## src/include/ctrl_defs.svh

```systemverilog
`ifndef CTRL_DEFS_SVH
`define CTRL_DEFS_SVH

// Hardware threads in the core
`define CTRL_THREADS 4

// External interrupt request lines
`define CTRL_NUM_INTERRUPTS 8

// Trap stack depth, the current level counts as one
`define CTRL_TRAP_LEVELS 3

// Width of one control register
`define CTRL_DATA_WIDTH 32

// Core number shown in the upper bits of the thread id register
`define CTRL_CORE_ID 0

`endif
```

## src/ctrl_pkg.sv

```systemverilog
`include "ctrl_defs.svh"

package ctrl_pkg;

    typedef logic [`CTRL_DATA_WIDTH-1:0] scalar_t;

    typedef logic [$clog2(`CTRL_THREADS)-1:0] thread_idx_t;

    typedef enum logic [3:0]
    {
        CR_FLAGS             = 4'd0,
        CR_SAVED_FLAGS       = 4'd1,
        CR_THREAD_ID         = 4'd2,
        CR_TRAP_PC           = 4'd3,
        CR_TRAP_CAUSE        = 4'd4,
        CR_TRAP_HANDLER      = 4'd5,
        CR_SCRATCHPAD        = 4'd6,
        CR_CYCLE_COUNT       = 4'd7,
        CR_INTERRUPT_ENABLE  = 4'd8,
        CR_INTERRUPT_TRIGGER = 4'd9,
        CR_INTERRUPT_PENDING = 4'd10,
        CR_INTERRUPT_ACK     = 4'd11
    } creg_index_t;

    // Bit 2 down to bit 0
    typedef struct packed
    {
        logic supervisor_en;
        logic mmu_en;
        logic interrupt_en;
    } flags_t;

    typedef logic [3:0] trap_cause_t;

    localparam trap_cause_t TT_INTERRUPT = 4'd1;
    localparam trap_cause_t TT_TLB_MISS  = 4'd2;

    typedef enum logic {OP_READ, OP_WRITE} creg_op_t;

endpackage

```

## src/thread_control_unit.sv

```systemverilog
`timescale 1ns/1ps
`include "ctrl_defs.svh"

module thread_control_unit
(
    input  logic                            clk,
    input  logic                            reset,
    input  logic [`CTRL_NUM_INTERRUPTS-1:0] interrupt_req,
    input  logic                            req_valid,
    output logic                            req_ready,
    input  ctrl_pkg::creg_op_t              req_op,
    input  ctrl_pkg::thread_idx_t           req_thread,
    input  ctrl_pkg::creg_index_t           req_index,
    input  ctrl_pkg::scalar_t               req_data,
    output logic                            resp_valid,
    input  logic                            resp_ready,
    output ctrl_pkg::scalar_t               resp_data,
    input  logic                            trap,
    input  logic                            eret,
    input  ctrl_pkg::thread_idx_t           event_thread,
    input  ctrl_pkg::trap_cause_t           trap_cause,
    input  ctrl_pkg::scalar_t               trap_pc,
    output logic [`CTRL_THREADS-1:0]        supervisor_en,
    output logic [`CTRL_THREADS-1:0]        mmu_en,
    output logic [`CTRL_THREADS-1:0]        interrupt_en,
    output ctrl_pkg::scalar_t               eret_address [`CTRL_THREADS],
    output logic [`CTRL_THREADS-1:0]        interrupt_pending_any,
    output ctrl_pkg::scalar_t               trap_handler
);

    logic                            read_en;
    logic                            write_en;
    ctrl_pkg::thread_idx_t           access_thread;
    ctrl_pkg::creg_index_t           access_index;
    ctrl_pkg::scalar_t               access_data;
    ctrl_pkg::scalar_t               read_val;
    logic [`CTRL_NUM_INTERRUPTS-1:0] pending [`CTRL_THREADS];
    logic [`CTRL_NUM_INTERRUPTS-1:0] interrupt_mask [`CTRL_THREADS];
    logic [`CTRL_NUM_INTERRUPTS-1:0] trigger_type;
    logic                            ack_en;
    ctrl_pkg::thread_idx_t           ack_thread;
    logic [`CTRL_NUM_INTERRUPTS-1:0] ack_value;

    creg_access_port port_inst
    (
        .clk           (clk),
        .reset         (reset),
        .req_valid     (req_valid),
        .req_ready     (req_ready),
        .req_op        (req_op),
        .req_thread    (req_thread),
        .req_index     (req_index),
        .req_data      (req_data),
        .resp_valid    (resp_valid),
        .resp_ready    (resp_ready),
        .resp_data     (resp_data),
        .read_en       (read_en),
        .write_en      (write_en),
        .access_thread (access_thread),
        .access_index  (access_index),
        .access_data   (access_data),
        .read_val      (read_val)
    );

    control_registers regs_inst
    (
        .clk            (clk),
        .reset          (reset),
        .read_en        (read_en),
        .write_en       (write_en),
        .access_thread  (access_thread),
        .access_index   (access_index),
        .access_data    (access_data),
        .read_val       (read_val),
        .trap           (trap),
        .eret           (eret),
        .event_thread   (event_thread),
        .trap_cause     (trap_cause),
        .trap_pc        (trap_pc),
        .pending        (pending),
        .interrupt_mask (interrupt_mask),
        .trigger_type   (trigger_type),
        .ack_en         (ack_en),
        .ack_thread     (ack_thread),
        .ack_value      (ack_value),
        .supervisor_en  (supervisor_en),
        .mmu_en         (mmu_en),
        .interrupt_en   (interrupt_en),
        .eret_address   (eret_address),
        .trap_handler   (trap_handler)
    );

    interrupt_controller irq_inst
    (
        .clk                   (clk),
        .reset                 (reset),
        .interrupt_req         (interrupt_req),
        .interrupt_mask        (interrupt_mask),
        .trigger_type          (trigger_type),
        .ack_en                (ack_en),
        .ack_thread            (ack_thread),
        .ack_value             (ack_value),
        .pending               (pending),
        .interrupt_pending_any (interrupt_pending_any)
    );

endmodule

```

## src/creg_access_port.sv

```systemverilog
`timescale 1ns/1ps

module creg_access_port
(
    input  logic                  clk,
    input  logic                  reset,
    input  logic                  req_valid,
    output logic                  req_ready,
    input  ctrl_pkg::creg_op_t    req_op,
    input  ctrl_pkg::thread_idx_t req_thread,
    input  ctrl_pkg::creg_index_t req_index,
    input  ctrl_pkg::scalar_t     req_data,
    output logic                  resp_valid,
    input  logic                  resp_ready,
    output ctrl_pkg::scalar_t     resp_data,
    output logic                  read_en,
    output logic                  write_en,
    output ctrl_pkg::thread_idx_t access_thread,
    output ctrl_pkg::creg_index_t access_index,
    output ctrl_pkg::scalar_t     access_data,
    input  ctrl_pkg::scalar_t     read_val
);

    typedef enum logic [1:0] {ST_IDLE, ST_ACCESS, ST_RESPOND} state_t;

    state_t             state;
    logic               strobe;
    ctrl_pkg::creg_op_t access_op;

    assign req_ready = state == ST_IDLE;
    assign resp_valid = state == ST_RESPOND;
    assign read_en = strobe && access_op == ctrl_pkg::OP_READ;
    assign write_en = strobe && access_op == ctrl_pkg::OP_WRITE;

    // ACCESS spans the strobe cycle and the wait for the registered read
    always_ff @(posedge clk or posedge reset)
    begin
        if (reset)
        begin
            state <= ST_IDLE;
            strobe <= 1'b0;
        end
        else
        begin
            strobe <= 1'b0;
            case (state)
                ST_IDLE:
                begin
                    if (req_valid)
                    begin
                        state <= ST_ACCESS;
                        strobe <= 1'b1;
                    end
                end
                ST_ACCESS:
                begin
                    if (!strobe)
                        state <= ST_RESPOND;
                end
                ST_RESPOND:
                begin
                    if (resp_ready)
                        state <= ST_IDLE;
                end
                default:
                    state <= ST_IDLE;
            endcase
        end
    end

    always_ff @(posedge clk)
    begin
        if (req_valid && req_ready)
        begin
            access_op <= req_op;
            access_thread <= req_thread;
            access_index <= req_index;
            access_data <= req_data;
        end

        // Writes answer with zero
        if (state == ST_ACCESS && !strobe)
            resp_data <= (access_op == ctrl_pkg::OP_WRITE) ? '0 : read_val;
    end

    // Response stays put while the host stalls
    resp_held: assert property (@(posedge clk) disable iff (reset)
        resp_valid && !resp_ready |=> resp_valid && $stable(resp_data));

endmodule

```

## src/control_registers.sv

```systemverilog
`timescale 1ns/1ps
`include "ctrl_defs.svh"

module control_registers
(
    input  logic                            clk,
    input  logic                            reset,
    input  logic                            read_en,
    input  logic                            write_en,
    input  ctrl_pkg::thread_idx_t           access_thread,
    input  ctrl_pkg::creg_index_t           access_index,
    input  ctrl_pkg::scalar_t               access_data,
    output ctrl_pkg::scalar_t               read_val,
    input  logic                            trap,
    input  logic                            eret,
    input  ctrl_pkg::thread_idx_t           event_thread,
    input  ctrl_pkg::trap_cause_t           trap_cause,
    input  ctrl_pkg::scalar_t               trap_pc,
    input  logic [`CTRL_NUM_INTERRUPTS-1:0] pending [`CTRL_THREADS],
    output logic [`CTRL_NUM_INTERRUPTS-1:0] interrupt_mask [`CTRL_THREADS],
    output logic [`CTRL_NUM_INTERRUPTS-1:0] trigger_type,
    output logic                            ack_en,
    output ctrl_pkg::thread_idx_t           ack_thread,
    output logic [`CTRL_NUM_INTERRUPTS-1:0] ack_value,
    output logic [`CTRL_THREADS-1:0]        supervisor_en,
    output logic [`CTRL_THREADS-1:0]        mmu_en,
    output logic [`CTRL_THREADS-1:0]        interrupt_en,
    output ctrl_pkg::scalar_t               eret_address [`CTRL_THREADS],
    output ctrl_pkg::scalar_t               trap_handler
);

    localparam int FLAG_BITS = $bits(ctrl_pkg::flags_t);
    localparam int TID_BITS = $bits(ctrl_pkg::thread_idx_t);
    localparam logic [`CTRL_DATA_WIDTH-TID_BITS-1:0] CORE_ID = `CTRL_CORE_ID;

    // One level of saved state, level 0 is the live one
    typedef struct packed
    {
        ctrl_pkg::flags_t      flags;
        ctrl_pkg::trap_cause_t cause;
        ctrl_pkg::scalar_t     pc;
        ctrl_pkg::scalar_t     scratchpad;
    } trap_level_t;

    trap_level_t       trap_stack [`CTRL_THREADS][`CTRL_TRAP_LEVELS];
    ctrl_pkg::scalar_t cycle_count;

    always_ff @(posedge clk or posedge reset)
    begin
        if (reset)
        begin
            for (int t = 0; t < `CTRL_THREADS; t++)
            begin
                for (int l = 0; l < `CTRL_TRAP_LEVELS; l++)
                    trap_stack[t][l] <= '0;
                trap_stack[t][0].flags.supervisor_en <= 1'b1;
                interrupt_mask[t] <= '0;
            end
            trigger_type <= '0;
            trap_handler <= '0;
            cycle_count <= '0;
        end
        else
        begin
            cycle_count <= cycle_count + 1'b1;

            if (trap)
            begin
                // Push current state down one level
                for (int l = 0; l < `CTRL_TRAP_LEVELS - 1; l++)
                    trap_stack[event_thread][l + 1] <= trap_stack[event_thread][l];
                trap_stack[event_thread][0].cause <= trap_cause;
                trap_stack[event_thread][0].pc <= trap_pc;
                trap_stack[event_thread][0].flags.interrupt_en <= 1'b0;
                trap_stack[event_thread][0].flags.supervisor_en <= 1'b1;
                if (trap_cause == ctrl_pkg::TT_TLB_MISS)
                    trap_stack[event_thread][0].flags.mmu_en <= 1'b0;
            end
            else if (eret)
            begin
                // Pop, deepest level stays as it was
                for (int l = 0; l < `CTRL_TRAP_LEVELS - 1; l++)
                    trap_stack[event_thread][l] <= trap_stack[event_thread][l + 1];
            end

            // Later assignment so a write overrides the trap for its field
            if (write_en)
            begin
                case (access_index)
                    ctrl_pkg::CR_FLAGS:
                        trap_stack[access_thread][0].flags <= access_data[FLAG_BITS-1:0];
                    ctrl_pkg::CR_SAVED_FLAGS:
                        trap_stack[access_thread][1].flags <= access_data[FLAG_BITS-1:0];
                    ctrl_pkg::CR_TRAP_PC:
                        trap_stack[access_thread][0].pc <= access_data;
                    ctrl_pkg::CR_TRAP_HANDLER:
                        trap_handler <= access_data;
                    ctrl_pkg::CR_SCRATCHPAD:
                        trap_stack[access_thread][0].scratchpad <= access_data;
                    ctrl_pkg::CR_INTERRUPT_ENABLE:
                        interrupt_mask[access_thread] <= access_data[`CTRL_NUM_INTERRUPTS-1:0];
                    ctrl_pkg::CR_INTERRUPT_TRIGGER:
                        trigger_type <= access_data[`CTRL_NUM_INTERRUPTS-1:0];
                    default:
                        ;
                endcase
            end
        end
    end

    // Acknowledge goes straight to the interrupt latches
    assign ack_en = write_en && access_index == ctrl_pkg::CR_INTERRUPT_ACK;
    assign ack_thread = access_thread;
    assign ack_value = access_data[`CTRL_NUM_INTERRUPTS-1:0];

    for (genvar t = 0; t < `CTRL_THREADS; t++)
    begin : g_thread
        assign supervisor_en[t] = trap_stack[t][0].flags.supervisor_en;
        assign mmu_en[t] = trap_stack[t][0].flags.mmu_en;
        assign interrupt_en[t] = trap_stack[t][0].flags.interrupt_en;
        assign eret_address[t] = trap_stack[t][0].pc;
    end

    always_ff @(posedge clk)
    begin
        if (read_en)
        begin
            case (access_index)
                ctrl_pkg::CR_FLAGS:
                    read_val <= ctrl_pkg::scalar_t'(trap_stack[access_thread][0].flags);
                ctrl_pkg::CR_SAVED_FLAGS:
                    read_val <= ctrl_pkg::scalar_t'(trap_stack[access_thread][1].flags);
                ctrl_pkg::CR_THREAD_ID:
                    read_val <= {CORE_ID, access_thread};
                ctrl_pkg::CR_TRAP_PC:
                    read_val <= trap_stack[access_thread][0].pc;
                ctrl_pkg::CR_TRAP_CAUSE:
                    read_val <= ctrl_pkg::scalar_t'(trap_stack[access_thread][0].cause);
                ctrl_pkg::CR_TRAP_HANDLER:
                    read_val <= trap_handler;
                ctrl_pkg::CR_SCRATCHPAD:
                    read_val <= trap_stack[access_thread][0].scratchpad;
                ctrl_pkg::CR_CYCLE_COUNT:
                    read_val <= cycle_count;
                ctrl_pkg::CR_INTERRUPT_ENABLE:
                    read_val <= ctrl_pkg::scalar_t'(interrupt_mask[access_thread]);
                ctrl_pkg::CR_INTERRUPT_TRIGGER:
                    read_val <= ctrl_pkg::scalar_t'(trigger_type);
                ctrl_pkg::CR_INTERRUPT_PENDING:
                    read_val <= ctrl_pkg::scalar_t'(pending[access_thread]);
                default:
                    read_val <= '1;
            endcase
        end
    end

    // Both come from the writeback stage of one instruction
    trap_eret_exclusive: assert property (@(posedge clk) disable iff (reset)
        !(trap && eret));

    access_strobe_exclusive: assert property (@(posedge clk) disable iff (reset)
        !(read_en && write_en));

endmodule

```

## src/interrupt_controller.sv

```systemverilog
`timescale 1ns/1ps
`include "ctrl_defs.svh"

module interrupt_controller
(
    input  logic                            clk,
    input  logic                            reset,
    input  logic [`CTRL_NUM_INTERRUPTS-1:0] interrupt_req,
    input  logic [`CTRL_NUM_INTERRUPTS-1:0] interrupt_mask [`CTRL_THREADS],
    input  logic [`CTRL_NUM_INTERRUPTS-1:0] trigger_type,
    input  logic                            ack_en,
    input  ctrl_pkg::thread_idx_t           ack_thread,
    input  logic [`CTRL_NUM_INTERRUPTS-1:0] ack_value,
    output logic [`CTRL_NUM_INTERRUPTS-1:0] pending [`CTRL_THREADS],
    output logic [`CTRL_THREADS-1:0]        interrupt_pending_any
);

    logic [`CTRL_NUM_INTERRUPTS-1:0] req_prev;
    logic [`CTRL_NUM_INTERRUPTS-1:0] req_edge;
    logic [`CTRL_NUM_INTERRUPTS-1:0] edge_latch [`CTRL_THREADS];

    // Previous sample of the request lines for rising edge detection
    always_ff @(posedge clk or posedge reset)
    begin
        if (reset)
            req_prev <= '0;
        else
            req_prev <= interrupt_req;
    end

    assign req_edge = interrupt_req & ~req_prev;

    for (genvar t = 0; t < `CTRL_THREADS; t++)
    begin : g_thread
        logic [`CTRL_NUM_INTERRUPTS-1:0] ack_mask;
        logic [`CTRL_NUM_INTERRUPTS-1:0] raw_pending;

        // Acknowledge only reaches the thread it names
        assign ack_mask = (ack_en && ack_thread == ctrl_pkg::thread_idx_t'(t))
            ? ack_value : '0;

        // A new edge in the ack cycle wins over the clear
        always_ff @(posedge clk or posedge reset)
        begin
            if (reset)
                edge_latch[t] <= '0;
            else
                edge_latch[t] <= (edge_latch[t] & ~ack_mask) | req_edge;
        end

        // Trigger bit 1 is level, 0 is latched edge
        assign raw_pending = (trigger_type & interrupt_req)
            | (~trigger_type & edge_latch[t]);

        assign pending[t] = raw_pending & interrupt_mask[t];
        assign interrupt_pending_any[t] = |pending[t];
    end

endmodule

```

## config.mk

```make
export PLATFORM = sky130hd
export DESIGN_NAME = thread_control_unit
export DESIGN_NICKNAME = d
export VERILOG_FILES = /design/src/ctrl_pkg.sv /design/src/thread_control_unit.sv /design/src/creg_access_port.sv /design/src/control_registers.sv /design/src/interrupt_controller.sv
export VERILOG_INCLUDE_DIRS = /design/src /design/src/include
export SDC_FILE = /design/constraint.sdc
export NUM_CORES = 2
export LEC_CHECK = 0
export BUFFER_PORTS_ARGS = -buffer_cell sky130_fd_sc_hd__buf_2
export CORE_ASPECT_RATIO = 1.2
export CORE_UTILIZATION = 50
export DETAILED_ROUTE_END_ITERATION = 16
export PLACE_DENSITY = 0.69
export SLEW_MARGIN = 10
export SYNTH_ARGS = -nofsm -noshare
export SYNTH_HDL_FRONTEND = slang
export SYNTH_SLANG_ARGS = --single-unit
```

## constraint.sdc

```tcl
create_clock -name clk -period 85.1 [get_ports clk]
set_clock_uncertainty 0.15 [all_clocks]
set_input_delay 21.275 -clock clk [delete_from_list [all_inputs] [get_ports clk]]
set_output_delay 21.275 -clock clk [all_outputs]
set_load 0.01 [all_outputs]
```

==> results.txt <==
Final Cycle Share: 51.67%
Core Area: 0.1062 sq mm
Clock Sinks: 1,102
CTS root buf: clkbuf_16
CP max stage delay: 0.35 ns
CP Class: in -> out
Synth area leader: dfrtp_1
CP max stage cell: or2_2
Worst Path Buf+Inv: 2
Crit path max fanout: 4
Vias in the first global route: 43,850
Post-synthesis cell area: 0.05361 sq mm
Hold EP: irq_inst.edge_latch[9]
Fin. max-slew vios: 0
Initial antenna violation count: 7
Via density: 6.984
Worst min path class: reg -> reg
Die Wd: 300.9 um
Die area: 0.1085 sq mm
Largest net degree at the start of global routing: 241
Clock-pin slew on the worst setup and hold paths: 0.06 ns
Sequential fraction of the synthesis area: 52.41%
Max_slew headroom: 13.24%
Leak Pwr: 24.27 nW
GR Overflow Total: 0
Setup TNS: 0 ns
Longest Clk Path Bufs: 3
Syn_nets: 5,048
DR DRC count: 0
TritonRoute pass-1 iters: 7
Reg-to-reg critical path startpoint: port_inst.access_index[1]
Area contributors post-synth: dfrtp_1 (46%), mux2_2 (6.8%), mux4_2 (6.7%)
Post-CTS Setup Inserts: 0
Family with the most delay on the worst path: simple AND/OR/NAND/NOR gates
Via count: 44,850
Worst path arrival time: 22.54 ns
NumNets Final: 5,017
Tot GR Track Use: 37.90%
Worst-skew pair later-pin latency: 0.74 ns
P per Cell Area: 31.78 mW/mm^2
Reg2reg end: regs_inst.trap_stack[783]
GP Congestion: 1.006
Multi-input logic area: 0.02276 sq mm
Hpwl dp: 126,300 um
Commonest cells in the netlist: dfrtp_1 (995), nand2_1 (706), o22ai_1 (397)
Hold_buf cts: 0
Synth cell types: 76
Filler cells: 9,034
Iteration-0 DRC Markers: 6,785
Worst R2R Setup Slack: 80.89 ns
Initial core utilization: 50.47%
Boundary Pins: 301
Dpl cells: 6,204
Final wirelength: 207,400 um
Port Buffer Count: 300
CP cell instances: buf_2, and2_1, o21ai_0, nand4_1, or2_2, buf_2
Chip height: 360.7 um
ANT nets after route: 0
Share of layout cells above drive strength 1: 22.82%
Status: finished, final reports clean
Max-cap violation count: 0
Hold path startpoint: irq_inst.edge_latch[9]
Row count: 131
#FFs+latches synth: 1,102
Yosys warns: 0
Post-synth top area share: 46.45%
CP Data Required Time: 63.67 ns
Synth async-reset ratio: 90.65%
First-pass GRT wire length: 300,500 um
EDFF count, synth: 103
CP most frequent cell: buf_2
TritonCTS clock tree: yes
Finish-stage setup viols: 0
Layout overhead on the synthesized area: 10.14%
Worst Setup End Kind: primary output
Post-CTS sizing: 0
Min Tclk post-route: 43.97 ns
Worst Tran Pin Value: 1.298 ns
Max Freq: 22.74 MHz
Hold depth: 1
RSZ-0062 raised after global routing: false
Worst r2r path cells: 6
Crit path launch type: input pin
Register area: 0.02810 sq mm
Hold Fails Final Rpt: 0
H-tree depth: 3
Post-Layout Cell Count: 6,422
WL/cell: 32.29 um
Most common cell in the netlist: dfrtp_1
Post-synthesis cell count: 4,956
CTS buffer count: 115
Peak VDD IR: 27.13 uV
Mean Syn Cell Area: 10.82 sq um
Commonest register cell after synthesis: dfrtp_1
==> layer usage <==
layer  global-route usage, %  share of wire, %  routed length (um)
met5                   1.482              0.14                 288
met4                   27.46               8.5               17660
met3                   14.49                15               30710
met2                   52.61                42               86640
met1                   47.94                35               72060
==> logic make-up after synthesis <==
kind of cell             Yosys count  synth area share, %
AO/OA/AOI/OAI                   1404                15.98
XOR/XNOR                          31               0.5415
adder cells (fa/ha/maj)            1              0.02334
buffers and inverters            556                5.468
flip-flops                      1102                52.41
multiplexers                     598                15.67
AND/OR/NAND/NOR                 1264                9.910
==> area by class of cell <==
| type | instances | share of cell area (%) |
|---|---|---|
| flip-flops and latches | 1102 | 47.59 |
| clock inverters | 58 | 1.329 |
| inverters | 12 | 0.1017 |
| multi-input cells | 3298 | 38.54 |
| repair buffers | 396 | 3.880 |
| clock buffers | 157 | 5.588 |
| well taps | 1396 | 2.958 |
| diodes | 3 | 0.01271 |
==> placed cells by master, fill, tap and decap left out, types with 23 or more instances in the layout <==
cell and n:
nor2b_1 72, buf_2 297, nand2_1 699, buf_4 93
a21o_1 62, dfrtp_1 995, mux2i_1 110, o22ai_1 397
a22oi_1 77, a21oi_1 318, o21ai_0 352, nor2_1 348
o2111ai_1 25, mux2_2 326, clkbuf_16 118, mux4_2 160
o221ai_1 107, clkinv_2 23, edfxtp_1 103
==> registers in the layout, indices dropped and copies added, names as in the netlist, 8 cells and up <==
| signal | count |
|---|---|
| regs_inst.cycle_count | 32 |
| regs_inst.trap_stack | 712 |
| irq_inst.edge_latch | 32 |
| regs_inst.trap_handler | 32 |
| port_inst.resp_data | 32 |
| regs_inst.trigger_type | 8 |
| irq_inst.req_prev | 8 |
| regs_inst.eret_address | 128 |
| regs_inst.read_val | 32 |
| port_inst.access_data | 32 |
| regs_inst.interrupt_mask | 32 |
==> through the flow <==
stage / power, mW / setup WS, ns / cell area, sq um / util (%) / hold WS (ns)
detailed placement: 1.312 / 41.13 / 54950 / 51.74 / 0.3076
global placement: 1.293 / 41.13 / 54950 / 51.74 / 0.3021
CTS: 1.855 / 41.13 / 59040 / 55.58 / 0.3217
global route: 1.940 / 41.09 / 59040 / 55.59 / 0.3367
floorplan: 1.133 / 35.57 / 53610 / - / 0.2915
finish: 1.877 / 41.13 / 59040 / 55.59 / 0.3188
==> how the worst max path moves through the flow <==
stage               cells past startpoint  slack [ns]                  endpoint              from
floorplan                               1       35.57    irq_inst.edge_latch[0]             reset
global placement                        6       41.13  interrupt_pending_any[2]  interrupt_req[5]
detailed placement                      6       41.13  interrupt_pending_any[3]  interrupt_req[0]
CTS                                     6       41.13  interrupt_pending_any[3]  interrupt_req[0]
global route                            6       41.09  interrupt_pending_any[3]  interrupt_req[0]
finish                                  6       41.13  interrupt_pending_any[3]  interrupt_req[0]
==> power by group <==
| part | internal [mW] | total, mW | switching (mW) |
|---|---|---|---|
| combinational | 0.210 | 0.480 | 0.270 |
| sequential | 0.701 | 0.848 | 0.146 |
| clock | 0.325 | 0.548 | 0.223 |
| total | 1.24 | 1.88 | 0.639 |
No activity file was read; power rests on OpenSTA's default activity.
